[src/common/csr_params.svh]
`ifndef CSR_PARAMS_SVH
`define CSR_PARAMS_SVH

// datapath widths
`define CSR_DATA_W      32
`define CSR_NUM_W       14
`define CSR_ECODE_W     6
`define CSR_ESUB_W      9
`define CSR_HWI_W       8
`define CSR_IS_W        13
`define CSR_STABLE_W    64
`define CSR_EENTRY_LSB  6

// count value meaning the timer is stopped
`define CSR_TIMER_IDLE  32'hffff_ffff

// csr addresses
`define CSR_NUM_CRMD    14'h000
`define CSR_NUM_PRMD    14'h001
`define CSR_NUM_ECFG    14'h004
`define CSR_NUM_ESTAT   14'h005
`define CSR_NUM_ERA     14'h006
`define CSR_NUM_BADV    14'h007
`define CSR_NUM_EENTRY  14'h00c
`define CSR_NUM_SAVE0   14'h030
`define CSR_NUM_SAVE1   14'h031
`define CSR_NUM_SAVE2   14'h032
`define CSR_NUM_SAVE3   14'h033
`define CSR_NUM_TCFG    14'h041
`define CSR_NUM_TVAL    14'h042
`define CSR_NUM_TICLR   14'h044

// exception codes that load badv
`define CSR_ECODE_ADE   6'h08
`define CSR_ECODE_ALE   6'h09

`endif

[src/common/csr_pkg.sv]
`include "csr_params.svh"

package csr_pkg;

    // implemented csrs, CSR_NONE for anything unmapped
    typedef enum logic [3:0] {
        CSR_NONE,
        CSR_CRMD,
        CSR_PRMD,
        CSR_ECFG,
        CSR_ESTAT,
        CSR_ERA,
        CSR_BADV,
        CSR_EENTRY,
        CSR_SAVE0,
        CSR_SAVE1,
        CSR_SAVE2,
        CSR_SAVE3,
        CSR_TCFG,
        CSR_TVAL,
        CSR_TICLR
    } csr_id_e;

    // where badv is loaded from on exception entry
    typedef enum logic [1:0] {
        BADV_KEEP,
        BADV_PC,
        BADV_VADDR
    } badv_src_e;

    typedef struct packed {
        logic                   we;
        logic [`CSR_DATA_W-1:0] mask;
        logic [`CSR_DATA_W-1:0] value;
    } csr_write_t;

    typedef struct packed {
        logic                    ex;
        logic                    ertn;
        logic [`CSR_ECODE_W-1:0] ecode;
        logic [`CSR_ESUB_W-1:0]  esubcode;
        logic [`CSR_DATA_W-1:0]  pc;
        logic [`CSR_DATA_W-1:0]  vaddr;
    } exc_event_t;

    typedef struct packed {
        logic [1:0]                                crmd_plv;
        logic                                      crmd_ie;
        logic                                      crmd_da;
        logic [1:0]                                prmd_pplv;
        logic                                      prmd_pie;
        logic [`CSR_IS_W-1:0]                      ecfg_lie;
        logic [1:0]                                swi;
        logic [`CSR_HWI_W-1:0]                     hwi;
        logic                                      ipi;
        logic [`CSR_ECODE_W-1:0]                   ecode;
        logic [`CSR_ESUB_W-1:0]                    esubcode;
        logic [`CSR_DATA_W-1:0]                    era;
        logic [`CSR_DATA_W-1:0]                    badv;
        logic [`CSR_DATA_W-1:`CSR_EENTRY_LSB]      eentry;
        logic [3:0][`CSR_DATA_W-1:0]               save;
    } exc_state_t;

    typedef struct packed {
        logic                   tcfg_en;
        logic                   tcfg_periodic;
        logic [`CSR_DATA_W-3:0] tcfg_initval;
        logic [`CSR_DATA_W-1:0] count;
        logic                   ti;
    } timer_state_t;

endpackage

[src/design/csr_decode.sv]
`include "csr_params.svh"

module csr_decode (
    input  logic [`CSR_NUM_W-1:0] csr_num,
    input  csr_pkg::exc_event_t   exc,
    output csr_pkg::csr_id_e      csr_id,
    output csr_pkg::badv_src_e    badv_src
);

    // address to identifier, everything downstream works on csr_id
    always_comb begin
        case (csr_num)
            `CSR_NUM_CRMD:   csr_id = csr_pkg::CSR_CRMD;
            `CSR_NUM_PRMD:   csr_id = csr_pkg::CSR_PRMD;
            `CSR_NUM_ECFG:   csr_id = csr_pkg::CSR_ECFG;
            `CSR_NUM_ESTAT:  csr_id = csr_pkg::CSR_ESTAT;
            `CSR_NUM_ERA:    csr_id = csr_pkg::CSR_ERA;
            `CSR_NUM_BADV:   csr_id = csr_pkg::CSR_BADV;
            `CSR_NUM_EENTRY: csr_id = csr_pkg::CSR_EENTRY;
            `CSR_NUM_SAVE0:  csr_id = csr_pkg::CSR_SAVE0;
            `CSR_NUM_SAVE1:  csr_id = csr_pkg::CSR_SAVE1;
            `CSR_NUM_SAVE2:  csr_id = csr_pkg::CSR_SAVE2;
            `CSR_NUM_SAVE3:  csr_id = csr_pkg::CSR_SAVE3;
            `CSR_NUM_TCFG:   csr_id = csr_pkg::CSR_TCFG;
            `CSR_NUM_TVAL:   csr_id = csr_pkg::CSR_TVAL;
            `CSR_NUM_TICLR:  csr_id = csr_pkg::CSR_TICLR;
            default:         csr_id = csr_pkg::CSR_NONE;
        endcase
    end

    // fetch address error reports the pc, misaligned access the data address
    always_comb begin
        if (exc.ecode == `CSR_ECODE_ADE && exc.esubcode == '0) begin
            badv_src = csr_pkg::BADV_PC;
        end else if (exc.ecode == `CSR_ECODE_ALE) begin
            badv_src = csr_pkg::BADV_VADDR;
        end else begin
            badv_src = csr_pkg::BADV_KEEP;
        end
    end

endmodule

[src/design/csr_exc_regs.sv]
`include "csr_params.svh"

module csr_exc_regs (
    input  logic                  clk,
    input  logic                  reset,
    input  csr_pkg::csr_id_e      csr_id,
    input  csr_pkg::csr_write_t   wr,
    input  csr_pkg::exc_event_t   exc,
    input  csr_pkg::badv_src_e    badv_src,
    input  logic [`CSR_HWI_W-1:0] hw_int_in,
    input  logic                  ipi_int_in,
    output csr_pkg::exc_state_t   state
);

    logic [1:0]                           crmd_plv;
    logic                                 crmd_ie;
    logic                                 crmd_da;
    logic [1:0]                           prmd_pplv;
    logic                                 prmd_pie;
    logic [`CSR_IS_W-1:0]                 ecfg_lie;
    logic [`CSR_IS_W-1:0]                 ecfg_wval;
    logic [1:0]                           swi;
    logic [`CSR_HWI_W-1:0]                hwi;
    logic                                 ipi;
    logic [`CSR_ECODE_W-1:0]              ecode;
    logic [`CSR_ESUB_W-1:0]               esubcode;
    logic [`CSR_DATA_W-1:0]               era;
    logic [`CSR_DATA_W-1:0]               badv;
    logic [`CSR_DATA_W-1:`CSR_EENTRY_LSB] eentry;
    logic [3:0][`CSR_DATA_W-1:0]          save;
    logic [3:0]                           save_we;

    always_comb begin
        save_we = '0;
        case (csr_id)
            csr_pkg::CSR_SAVE0: save_we[0] = wr.we;
            csr_pkg::CSR_SAVE1: save_we[1] = wr.we;
            csr_pkg::CSR_SAVE2: save_we[2] = wr.we;
            csr_pkg::CSR_SAVE3: save_we[3] = wr.we;
            default:            save_we = '0;
        endcase
    end

    assign ecfg_wval = wr.mask[`CSR_IS_W-1:0] & wr.value[`CSR_IS_W-1:0]
                     | ~wr.mask[`CSR_IS_W-1:0] & ecfg_lie;

    // crmd: entry, then return, then write
    always_ff @(posedge clk) begin
        if (reset) begin
            crmd_plv <= 2'b0;
            crmd_ie  <= 1'b0;
            crmd_da  <= 1'b1;
        end else if (exc.ex) begin
            crmd_plv <= 2'b0;
            crmd_ie  <= 1'b0;
            crmd_da  <= 1'b1;
        end else if (exc.ertn) begin
            crmd_plv <= prmd_pplv;
            crmd_ie  <= prmd_pie;
        end else if (wr.we && csr_id == csr_pkg::CSR_CRMD) begin
            crmd_plv <= wr.mask[1:0] & wr.value[1:0] | ~wr.mask[1:0] & crmd_plv;
            crmd_ie  <= wr.mask[2] & wr.value[2] | ~wr.mask[2] & crmd_ie;
            crmd_da  <= wr.mask[3] & wr.value[3] | ~wr.mask[3] & crmd_da;
        end
    end

    // prmd, era and badv: entry wins over a write
    always_ff @(posedge clk) begin
        if (reset) begin
            prmd_pplv <= 2'b0;
            prmd_pie  <= 1'b0;
            era       <= '0;
            badv      <= '0;
        end else begin
            if (exc.ex) begin
                prmd_pplv <= crmd_plv;
                prmd_pie  <= crmd_ie;
            end else if (wr.we && csr_id == csr_pkg::CSR_PRMD) begin
                prmd_pplv <= wr.mask[1:0] & wr.value[1:0] | ~wr.mask[1:0] & prmd_pplv;
                prmd_pie  <= wr.mask[2] & wr.value[2] | ~wr.mask[2] & prmd_pie;
            end
            if (exc.ex) begin
                era <= exc.pc;
            end else if (wr.we && csr_id == csr_pkg::CSR_ERA) begin
                era <= wr.mask & wr.value | ~wr.mask & era;
            end
            // other exception codes leave badv alone
            if (exc.ex && badv_src != csr_pkg::BADV_KEEP) begin
                badv <= (badv_src == csr_pkg::BADV_PC) ? exc.pc : exc.vaddr;
            end else if (wr.we && csr_id == csr_pkg::CSR_BADV) begin
                badv <= wr.mask & wr.value | ~wr.mask & badv;
            end
        end
    end

    always_ff @(posedge clk) begin
        if (exc.ex) begin
            ecode    <= exc.ecode;
            esubcode <= exc.esubcode;
        end
    end

    // config, scratch and interrupt sampling
    always_ff @(posedge clk) begin
        if (reset) begin
            ecfg_lie <= '0;
            swi      <= 2'b0;
            hwi      <= '0;
            ipi      <= 1'b0;
            eentry   <= '0;
            save     <= '0;
        end else begin
            if (wr.we && csr_id == csr_pkg::CSR_ECFG) begin
                ecfg_lie <= {ecfg_wval[12:11], 1'b0, ecfg_wval[9:0]};
            end
            if (wr.we && csr_id == csr_pkg::CSR_ESTAT) begin
                swi <= wr.mask[1:0] & wr.value[1:0] | ~wr.mask[1:0] & swi;
            end
            if (wr.we && csr_id == csr_pkg::CSR_EENTRY) begin
                eentry <= wr.mask[`CSR_DATA_W-1:`CSR_EENTRY_LSB]
                        & wr.value[`CSR_DATA_W-1:`CSR_EENTRY_LSB]
                        | ~wr.mask[`CSR_DATA_W-1:`CSR_EENTRY_LSB] & eentry;
            end
            for (int i = 0; i < 4; i++) begin
                if (save_we[i]) begin
                    save[i] <= wr.mask & wr.value | ~wr.mask & save[i];
                end
            end
            hwi <= hw_int_in;
            ipi <= ipi_int_in;
        end
    end

    always_comb begin
        state.crmd_plv  = crmd_plv;
        state.crmd_ie   = crmd_ie;
        state.crmd_da   = crmd_da;
        state.prmd_pplv = prmd_pplv;
        state.prmd_pie  = prmd_pie;
        state.ecfg_lie  = ecfg_lie;
        state.swi       = swi;
        state.hwi       = hwi;
        state.ipi       = ipi;
        state.ecode     = ecode;
        state.esubcode  = esubcode;
        state.era       = era;
        state.badv      = badv;
        state.eentry    = eentry;
        state.save      = save;
    end

endmodule

[src/design/csr_read_irq.sv]
`include "csr_params.svh"

module csr_read_irq (
    input  logic                   csr_re,
    input  csr_pkg::csr_id_e       csr_id,
    input  csr_pkg::exc_state_t    state,
    input  csr_pkg::timer_state_t  tstate,
    output logic [`CSR_DATA_W-1:0] csr_rvalue,
    output logic [`CSR_DATA_W-1:0] csr_eentry,
    output logic                   has_int
);

    logic [`CSR_IS_W-1:0]   int_status;
    logic [`CSR_DATA_W-1:0] crmd;
    logic [`CSR_DATA_W-1:0] prmd;
    logic [`CSR_DATA_W-1:0] ecfg;
    logic [`CSR_DATA_W-1:0] estat;
    logic [`CSR_DATA_W-1:0] tcfg;
    logic [`CSR_DATA_W-1:0] rdata;

    // ipi, timer, reserved bit 10, hardware lines, software bits
    assign int_status = {state.ipi, tstate.ti, 1'b0, state.hwi, state.swi};

    assign crmd  = {28'b0, state.crmd_da, state.crmd_ie, state.crmd_plv};
    assign prmd  = {29'b0, state.prmd_pie, state.prmd_pplv};
    assign ecfg  = {{(`CSR_DATA_W - `CSR_IS_W){1'b0}}, state.ecfg_lie};
    assign estat = {1'b0, state.esubcode, state.ecode, 3'b0, int_status};
    assign tcfg  = {tstate.tcfg_initval, tstate.tcfg_periodic, tstate.tcfg_en};

    assign csr_eentry = {state.eentry, {`CSR_EENTRY_LSB{1'b0}}};

    always_comb begin
        case (csr_id)
            csr_pkg::CSR_CRMD:   rdata = crmd;
            csr_pkg::CSR_PRMD:   rdata = prmd;
            csr_pkg::CSR_ECFG:   rdata = ecfg;
            csr_pkg::CSR_ESTAT:  rdata = estat;
            csr_pkg::CSR_ERA:    rdata = state.era;
            csr_pkg::CSR_BADV:   rdata = state.badv;
            csr_pkg::CSR_EENTRY: rdata = csr_eentry;
            csr_pkg::CSR_SAVE0:  rdata = state.save[0];
            csr_pkg::CSR_SAVE1:  rdata = state.save[1];
            csr_pkg::CSR_SAVE2:  rdata = state.save[2];
            csr_pkg::CSR_SAVE3:  rdata = state.save[3];
            csr_pkg::CSR_TCFG:   rdata = tcfg;
            csr_pkg::CSR_TVAL:   rdata = tstate.count;
            // ticlr is write-only and reads as zero
            default:             rdata = '0;
        endcase
    end

    assign csr_rvalue = csr_re ? rdata : '0;

    // bit 12 (ipi) is not a maskable source here
    assign has_int = (|(int_status[11:0] & state.ecfg_lie[11:0])) && state.crmd_ie;

endmodule

[src/design/csr_timer.sv]
`include "csr_params.svh"

module csr_timer (
    input  logic                     clk,
    input  logic                     reset,
    input  csr_pkg::csr_id_e         csr_id,
    input  csr_pkg::csr_write_t      wr,
    output csr_pkg::timer_state_t    tstate,
    output logic [`CSR_STABLE_W-1:0] stable_counter_value
);

    logic                     tcfg_en;
    logic                     tcfg_periodic;
    logic [`CSR_DATA_W-3:0]   tcfg_initval;
    logic [`CSR_DATA_W-1:0]   tcfg_cur;
    logic [`CSR_DATA_W-1:0]   tcfg_next;
    logic [`CSR_DATA_W-1:0]   count;
    logic                     ti;
    logic                     wr_tcfg;
    logic                     ti_clr;
    logic [`CSR_STABLE_W-1:0] stable_cnt;

    assign wr_tcfg = wr.we && csr_id == csr_pkg::CSR_TCFG;
    assign ti_clr  = wr.we && csr_id == csr_pkg::CSR_TICLR && wr.mask[0] && wr.value[0];

    // tcfg as it will look after this write, decides the start
    assign tcfg_cur  = {tcfg_initval, tcfg_periodic, tcfg_en};
    assign tcfg_next = wr.mask & wr.value | ~wr.mask & tcfg_cur;

    always_ff @(posedge clk) begin
        if (reset) begin
            tcfg_en       <= 1'b0;
            tcfg_periodic <= 1'b0;
            tcfg_initval  <= '0;
        end else if (wr_tcfg) begin
            {tcfg_initval, tcfg_periodic, tcfg_en} <= tcfg_next;
        end
    end

    // one-shot mode wraps from zero to idle and stays there
    always_ff @(posedge clk) begin
        if (reset) begin
            count <= `CSR_TIMER_IDLE;
        end else if (wr_tcfg && tcfg_next[0]) begin
            count <= {tcfg_next[`CSR_DATA_W-1:2], 2'b0};
        end else if (tcfg_en && count != `CSR_TIMER_IDLE) begin
            if (count == '0 && tcfg_periodic) begin
                count <= {tcfg_initval, 2'b0};
            end else begin
                count <= count - 1'b1;
            end
        end
    end

    // set at zero beats a ticlr clear
    always_ff @(posedge clk) begin
        if (reset) begin
            ti <= 1'b0;
        end else if (count == '0) begin
            ti <= 1'b1;
        end else if (ti_clr) begin
            ti <= 1'b0;
        end
    end

    always_ff @(posedge clk) begin
        if (reset) begin
            stable_cnt <= '0;
        end else begin
            stable_cnt <= stable_cnt + 1'b1;
        end
    end

    assign stable_counter_value = stable_cnt;

    always_comb begin
        tstate.tcfg_en       = tcfg_en;
        tstate.tcfg_periodic = tcfg_periodic;
        tstate.tcfg_initval  = tcfg_initval;
        tstate.count         = count;
        tstate.ti            = ti;
    end

endmodule

[src/design/csr_top.sv]
`include "csr_params.svh"

module csr_top (
    input  logic                     clk,
    input  logic                     reset,
    input  logic                     csr_re,
    input  logic [`CSR_NUM_W-1:0]    csr_num,
    input  logic                     csr_we,
    input  logic [`CSR_DATA_W-1:0]   csr_wmask,
    input  logic [`CSR_DATA_W-1:0]   csr_wvalue,
    input  logic                     wb_ex,
    input  logic                     ertn_flush,
    input  logic [`CSR_ECODE_W-1:0]  wb_ecode,
    input  logic [`CSR_ESUB_W-1:0]   wb_esubcode,
    input  logic [`CSR_DATA_W-1:0]   wb_pc,
    input  logic [`CSR_DATA_W-1:0]   wb_vaddr,
    input  logic [`CSR_HWI_W-1:0]    hw_int_in,
    input  logic                     ipi_int_in,
    output logic [`CSR_DATA_W-1:0]   csr_rvalue,
    output logic [`CSR_DATA_W-1:0]   csr_eentry,
    output logic                     has_int,
    output logic [`CSR_STABLE_W-1:0] stable_counter_value
);

    csr_pkg::csr_write_t   wr;
    csr_pkg::exc_event_t   exc;
    csr_pkg::csr_id_e      csr_id;
    csr_pkg::badv_src_e    badv_src;
    csr_pkg::exc_state_t   state;
    csr_pkg::timer_state_t tstate;

    assign wr  = '{we: csr_we, mask: csr_wmask, value: csr_wvalue};
    assign exc = '{ex: wb_ex, ertn: ertn_flush, ecode: wb_ecode,
                   esubcode: wb_esubcode, pc: wb_pc, vaddr: wb_vaddr};

    csr_decode decode_i (
        .csr_num  (csr_num),
        .exc      (exc),
        .csr_id   (csr_id),
        .badv_src (badv_src)
    );

    csr_exc_regs exc_regs_i (
        .clk        (clk),
        .reset      (reset),
        .csr_id     (csr_id),
        .wr         (wr),
        .exc        (exc),
        .badv_src   (badv_src),
        .hw_int_in  (hw_int_in),
        .ipi_int_in (ipi_int_in),
        .state      (state)
    );

    csr_timer timer_i (
        .clk                  (clk),
        .reset                (reset),
        .csr_id               (csr_id),
        .wr                   (wr),
        .tstate               (tstate),
        .stable_counter_value (stable_counter_value)
    );

    csr_read_irq read_irq_i (
        .csr_re     (csr_re),
        .csr_id     (csr_id),
        .state      (state),
        .tstate     (tstate),
        .csr_rvalue (csr_rvalue),
        .csr_eentry (csr_eentry),
        .has_int    (has_int)
    );

endmodule

[config.mk]
export PLATFORM = sky130hd
export DESIGN_NAME = csr_top
export DESIGN_NICKNAME = d
export VERILOG_FILES = /design/src/common/csr_pkg.sv /design/src/design/csr_decode.sv /design/src/design/csr_exc_regs.sv /design/src/design/csr_read_irq.sv /design/src/design/csr_timer.sv /design/src/design/csr_top.sv
export VERILOG_INCLUDE_DIRS = /design/src /design/src/common
export SDC_FILE = /design/constraint.sdc
export NUM_CORES = 1
export LEC_CHECK = 0
export BUFFER_PORTS_ARGS = -buffer_cell sky130_fd_sc_hd__buf_2
export CORE_MARGIN = 4
export CORE_UTILIZATION = 35
export CTS_BUF_LIST = sky130_fd_sc_hd__clkbuf_8
export DETAILED_ROUTE_END_ITERATION = 16
export PLACE_DENSITY = 0.5
export SLEW_MARGIN = 40
export SYNTH_ARGS = -nofsm -noshare
export SYNTH_HDL_FRONTEND = slang
export SYNTH_SLANG_ARGS = --single-unit
export TNS_END_PERCENT = 5
[constraint.sdc]
create_clock -name clk -period 6.45 [get_ports clk]
set_input_delay 1.6125 -clock clk [delete_from_list [all_inputs] [get_ports clk]]
set_output_delay 1.6125 -clock clk [all_outputs]
set_load 0.05 [all_outputs]
==> results.json, run 1 <==
{
  "cts.htree.levels": 3,
  "max_freq_mhz": 163,
  "powerDensity_nw_per_um2": 210,
  "drcViolationCount": 0,
  "cts_root_buffer": "clkbuf_8",
  "synth_warnings": 0,
  "wl_per_cell_um": 22.7,
  "grt_pass1_vias": 19800,
  "finalHoldViolCount": 0,
  "cts_buffers": 75,
  "arrival_ps": 4530,
  "syn_to_final_growth_pct": 16.6,
  "cp.required_ps": 4840,
  "cts_tree": "built",
  "clock_latency_ps": 660,
  "ios": 301,
  "numClockSinks": 392,
  "first_pass_iters": 9,
  "max_slew_margin_pct": 47.6,
  "drt_iter0_drc": 2092,
  "fin_tns_setup_ps": 0,
  "cts_resized": 0,
  "fp.dieW_um": 253,
  "postSynthAreaPerCell_sq_um": 7.90,
  "hold_class": "register to register",
  "status": "complete, no violations",
  "cp-end-kind": "output port",
  "setup_viol": 0,
  "layout-drive-gt1-share_pct": 17.0,
  "gp_congestion": 0.986,
  "leakage_nw": 9.41,
  "ys_seq_area_share_pct": 38.1,
  "nNetsFinal": 2984,
  "cp_max_fo": 32,
  "gr-total-overflow": 0,
  "core_area_sq_um": 59100,
  "cap_viol_max_count": 0,
  "rows": 89,
  "synth-async-reset-ratio_pct": 0,
  "post-route-min-period_ps": 6150,
  "routed_wl_mm": 83.1,
  "drv_slew": 0,
  "dp_hpwl_mm": 60.2,
  "netlist_area_sq_um": 21000,
  "postSynthCellCount": 2655,
  "ys_seq_elements": 392,
  "start_util_pct": 35.5,
  "fp.dieH_um": 253,
  "final-seq-area_sq_um": 8000,
  "holdWs_ps": 450,
  "clockBufferDepth": 3,
  "synth-edff-count": 15,
  "antenna_found_initial": 41,
  "timing.final.crit_share_pct": 95.3,
  "hold_buffers": 0,
  "layout_common_cells": "dfxtp_1 (377), buf_2 (276), a21oi_1 (274), nand2_1 (263), nor2_1 (239)",
  "port_buffers": 294,
  "cts_setup_buffers": 0,
  "mostFrequentLayoutCell": "dfxtp_1",
  "ir_drop_uv": 111,
  "ant_nets": 0,
  "rsz0062_at_grt": "no",
  "grt_max_degree": 149,
  "vias": 21000,
  "ys_types": 71,
  "grtUsageTotal_pct": 25.0,
  "vias_per_cell": 5.75,
  "multiInputGateArea_sq_um": 11700,
  "synthFlopType": "dfxtp_1",
  "criticalPathCategory": "primary input to output port",
  "grt_pass1_wl_mm": 124,
  "die_area_sq_um": 63900,
  "worst_slew_pin_slew_ps": 779,
  "skew_ps": 39.9,
  "clk_pin_slew_ps": 50,
  "start_kind": "primary input",
  "num-fill-cells": 6085
}
==> cells by family after synthesis <==
family	synth area share, %
other	0.0179
flip-flops	38.1
multiplexers	6.70
AND/OR/NAND/NOR	23.1
adder cells (fa/ha/maj)	0.239
AO/OA/AOI/OAI	23.0
buffers and inverters	6.64
XOR/XNOR	2.17
==> synth_stat cells (6+ instances only) <==
| library cell | count | area, sq um |
|---|---|---|
| a211oi_1 | 92 | 691 |
| dfxtp_1 | 377 | 7550 |
| nand2_1 | 264 | 991 |
| nand3_1 | 166 | 831 |
| a221oi_1 | 20 | 175 |
| nor2_1 | 241 | 905 |
| mux2_2 | 19 | 214 |
| mux2i_1 | 119 | 1190 |
| o31ai_1 | 8 | 60.1 |
| inv_1 | 54 | 203 |
| nor4_1 | 18 | 113 |
| a222oi_1 | 18 | 180 |
| and3_1 | 9 | 56.3 |
| buf_4 | 37 | 278 |
| edfxtp_1 | 15 | 450 |
| nor3_1 | 21 | 105 |
| o41ai_1 | 34 | 298 |
| a22oi_1 | 96 | 721 |
| and4_1 | 6 | 52.6 |
| or3_1 | 82 | 513 |
| buf_1 | 14 | 52.6 |
| or4_1 | 15 | 113 |
| a31oi_1 | 7 | 43.8 |
| xor2_1 | 28 | 245 |
| o21ai_0 | 136 | 681 |
| nand4_1 | 40 | 250 |
| xnor2_1 | 24 | 210 |
| a22o_1 | 8 | 70.1 |
| a21oi_1 | 274 | 1370 |
| buf_2 | 27 | 135 |
| nand2b_1 | 7 | 43.8 |
| o22ai_1 | 7 | 43.8 |
| clkbuf_1 | 187 | 702 |
| and2_1 | 12 | 75.1 |
| nor2b_1 | 77 | 482 |
| a211o_1 | 28 | 245 |
==> metal layers <==
layer	up-vias	track usage, %	wire length (um)
li1	9950	-	-
met1	9996	35.8	37600
met2	898	35.2	34400
met3	159	8.51	8610
met4	30	7.88	2220
met5	-	0.902	222
==> area by class of cell <==
type                       count  area share (%)
inverter                      54           0.829
clock buffer                  86            4.84
antenna                       27           0.276
sequential                   392            32.7
multi-input combinational   1947            47.8
timing repair buffer         338            8.81
tap                          773            3.96
clock inverter                40           0.727
==> worst paths after layout <==
check / slack, ps / cells past startpoint / endpoint / start
setup / recovery: 300 / 9 / csr_rvalue[12] / csr_num[5]
hold reg to reg: 450 / 2 / register / register
hold / removal: 450 / 2 / register / register
setup reg to reg: 3190 / 8 / timer_i.count[25] / timer_i.count[8]
==> stage by stage <==
stage	util, %	instances	power, mW	instance area [sq um]	worst slack [ps]
after floorplan	-	2660	2.70	21000	467
after global placement	38.8	3502	2.86	23000	387
after detailed placement	38.9	3504	2.87	23000	335
after CTS	41.2	3630	5.20	24400	333
after global routing	41.3	3646	5.34	24400	239
final	41.3	3657	5.14	24400	305
==> power breakdown <==
part	total (mW)	leakage (nW)	switching [mW]	internal, mW
registers	2.49	3.19	0.0274	2.47
clock network	2.32	0.813	1.11	1.21
logic	0.333	5.41	0.243	0.0901
total	5.14	9.41	1.38	3.76
==> critical path, cell delays in order <==
cell and delay, ps:
buf_2 120, or4_1 800, nor4_4 430, or4_4 360
mux2_2 380, o21ai_2 180, buf_12 230, a21oi_1 120
buf_2 280
(Power assumes the default switching activity.)
==> run 2: changes to the inputs <==
clock period = 7.4 ns   (was 6.45 ns; I/O delays follow)
==> run 2 against run 1 <==
Setup slack improved by 210 ps. Clock skew is 2.8 ps lower. Register-to-register slack better by 920 ps. Power fell by 12%. Utilization shrank 0.41 points. Largest power group unchanged.
==> results.json, run 2 (synthesis gave the netlist of run 1 again) <==
{
  "status": "complete, no violations",
  "drv_slew": 0,
  "drt_iter0_drc": 1765,
  "rsz0062_at_grt": "no",
  "pre_cts_slack_ps": 546,
  "max_stage_delay_ps": 450,
  "syn_to_final_growth_pct": 15.4,
  "p_sw_mw": 1.21,
  "power_frac_comb_pct": 6.4,
  "port_buffers": 294,
  "finalHoldViolCount": 0,
  "hold_class": "register to register",
  "die_area_sq_um": 63900,
  "cts_buffers": 75,
  "cp.required_ps": 5550,
  "switching_share_pct": 26.7,
  "core_area_sq_um": 59100,
  "cts.htree.levels": 3,
  "cap_viol_max_count": 0,
  "grt_pass1_wl_mm": 123,
  "timing.final.crit_share_pct": 93.1,
  "vias_per_cell": 5.76,
  "worst_slack_ps": 510,
  "fp.dieH_um": 253,
  "arrival_ps": 5040,
  "numClockSinks": 392,
  "cp_max_fo": 32,
  "gp_congestion": 0.909,
  "ir_drop_uv": 137,
  "worst_slew_pin_slew_ps": 857,
  "post-route-min-period_ps": 6890,
  "crit_family": "simple AND/OR/NAND/NOR gates",
  "ant_nets": 0,
  "p_int_mw": 3.31,
  "mostFrequentLayoutCell": "dfxtp_1",
  "routed_wl_mm": 82.4,
  "wl_per_cell_um": 22.6,
  "cp_common_cell": "buf_2",
  "dp_hpwl_mm": 59.0,
  "setup_viol": 0,
  "clkPwrFrac_pct": 45.7,
  "leakage_nw": 9.32,
  "start_kind": "primary input",
  "cts_setup_buffers": 0,
  "gr-total-overflow": 0,
  "fp.dieW_um": 253,
  "powerDensity_nw_per_um2": 187,
  "ios": 301,
  "crit_chain": "buf_2, nor4_2, nand2_1, buf_4, nor4_4, or4_4, mux2_2, o21ai_2, buf_12, a21oi_1, buf_2",
  "cp-end-kind": "output port",
  "first_pass_iters": 6,
  "clock_latency_ps": 670,
  "drcViolationCount": 0,
  "rows": 89,
  "fin_tns_setup_ps": 0,
  "path_buf_inv": 4,
  "start_util_pct": 35.5,
  "num-fill-cells": 6054,
  "cts_tree": "built",
  "grtUsageTotal_pct": 24.8,
  "clockBufferDepth": 3,
  "grt_pass1_vias": 19600,
  "layout_common_cells": "dfxtp_1 (377), buf_2 (290), a21oi_1 (274), nand2_1 (264), nor2_1 (239)",
  "cts_resized": 0,
  "crit_slowest_cell": "or4_4",
  "nNetsFinal": 2979,
  "cts_root_buffer": "clkbuf_8",
  "holdWs_ps": 450,
  "hold_buffers": 0,
  "grt_max_degree": 138,
  "antenna_found_initial": 41,
  "skew_ps": 37.1,
  "clk_pin_slew_ps": 50,
  "max_slew_margin_pct": 42.8,
  "max_freq_mhz": 145,
  "layout-drive-gt1-share_pct": 17.0,
  "pwr-share-seq_pct": 47.9,
  "criticalPathCategory": "primary input to output port",
  "vias": 21000
}
==> run 2: path summary, 6_finish.rpt <==
check	slack [ps]	cells past startpoint	to	from
worst min register to register	450	2	register	register
worst min-delay path	450	2	register	register
worst max register to register	4110	9	timer_i.count[31]	timer_i.count[24]
worst max-delay path	510	11	csr_rvalue[12]	csr_num[9]
==> run 2: power by group through the flow <==
stage | clock network (mW) | registers (mW) | logic [mW]
after floorplan | 0 | 2.21 | 0.150
after detailed placement | 0 | 2.21 | 0.285
after global placement | 0 | 2.21 | 0.280
after CTS | 2.12 | 2.16 | 0.285
after global routing | 2.22 | 2.16 | 0.312
final | 2.06 | 2.16 | 0.289
==> run 2: worst reg2reg max path: stages (launching register included) <==
cell,delay (ps)
dfxtp_1,430
or4_1,760
nor4_1,380
nand4_1,470
buf_6,320
buf_4,170
nor2_1,100
a21oi_1,60
o221a_2,260
a211o_1,260
==> run 2: cell type report <==
| type | count | area (sq um) | area share (%) |
|---|---|---|---|
| Tap cell | 773 | 967 | 4.00 |
| Antenna cell | 28 | 70.1 | 0.289 |
| Clock buffer | 86 | 1180 | 4.89 |
| Sequential cell | 392 | 8000 | 33.0 |
| Multi-Input combinational cell | 1947 | 11700 | 48.3 |
| Timing Repair Buffer | 333 | 1910 | 7.87 |
| Clock inverter | 35 | 188 | 0.775 |
| Inverter | 54 | 203 | 0.837 |
==> run 2: layer usage <==
layer	wire, um	vias to the layer above	GRT usage [%]
met5	162	-	0
met3	8530	151	8.79
met2	34500	875	35.4
met1	37100	9985	35.2
met4	2150	28	7.57
li1	-	9959	-
==> run 2: through the flow <==
| stage | total power [mW] | std cells | area, sq um | util, % |
|---|---|---|---|---|
| 6_report | 4.52 | 3648 | 24200 | 40.9 |
| 3_5_place_dp | 2.49 | 3497 | 22800 | 38.5 |
| 3_3_place_gp | 2.49 | 3496 | 22700 | 38.4 |
| 5_1_grt | 4.69 | 3638 | 24200 | 40.9 |
| 2_1_floorplan | 2.36 | 2660 | 21000 | - |
| 4_1_cts | 4.57 | 3618 | 24100 | 40.8 |
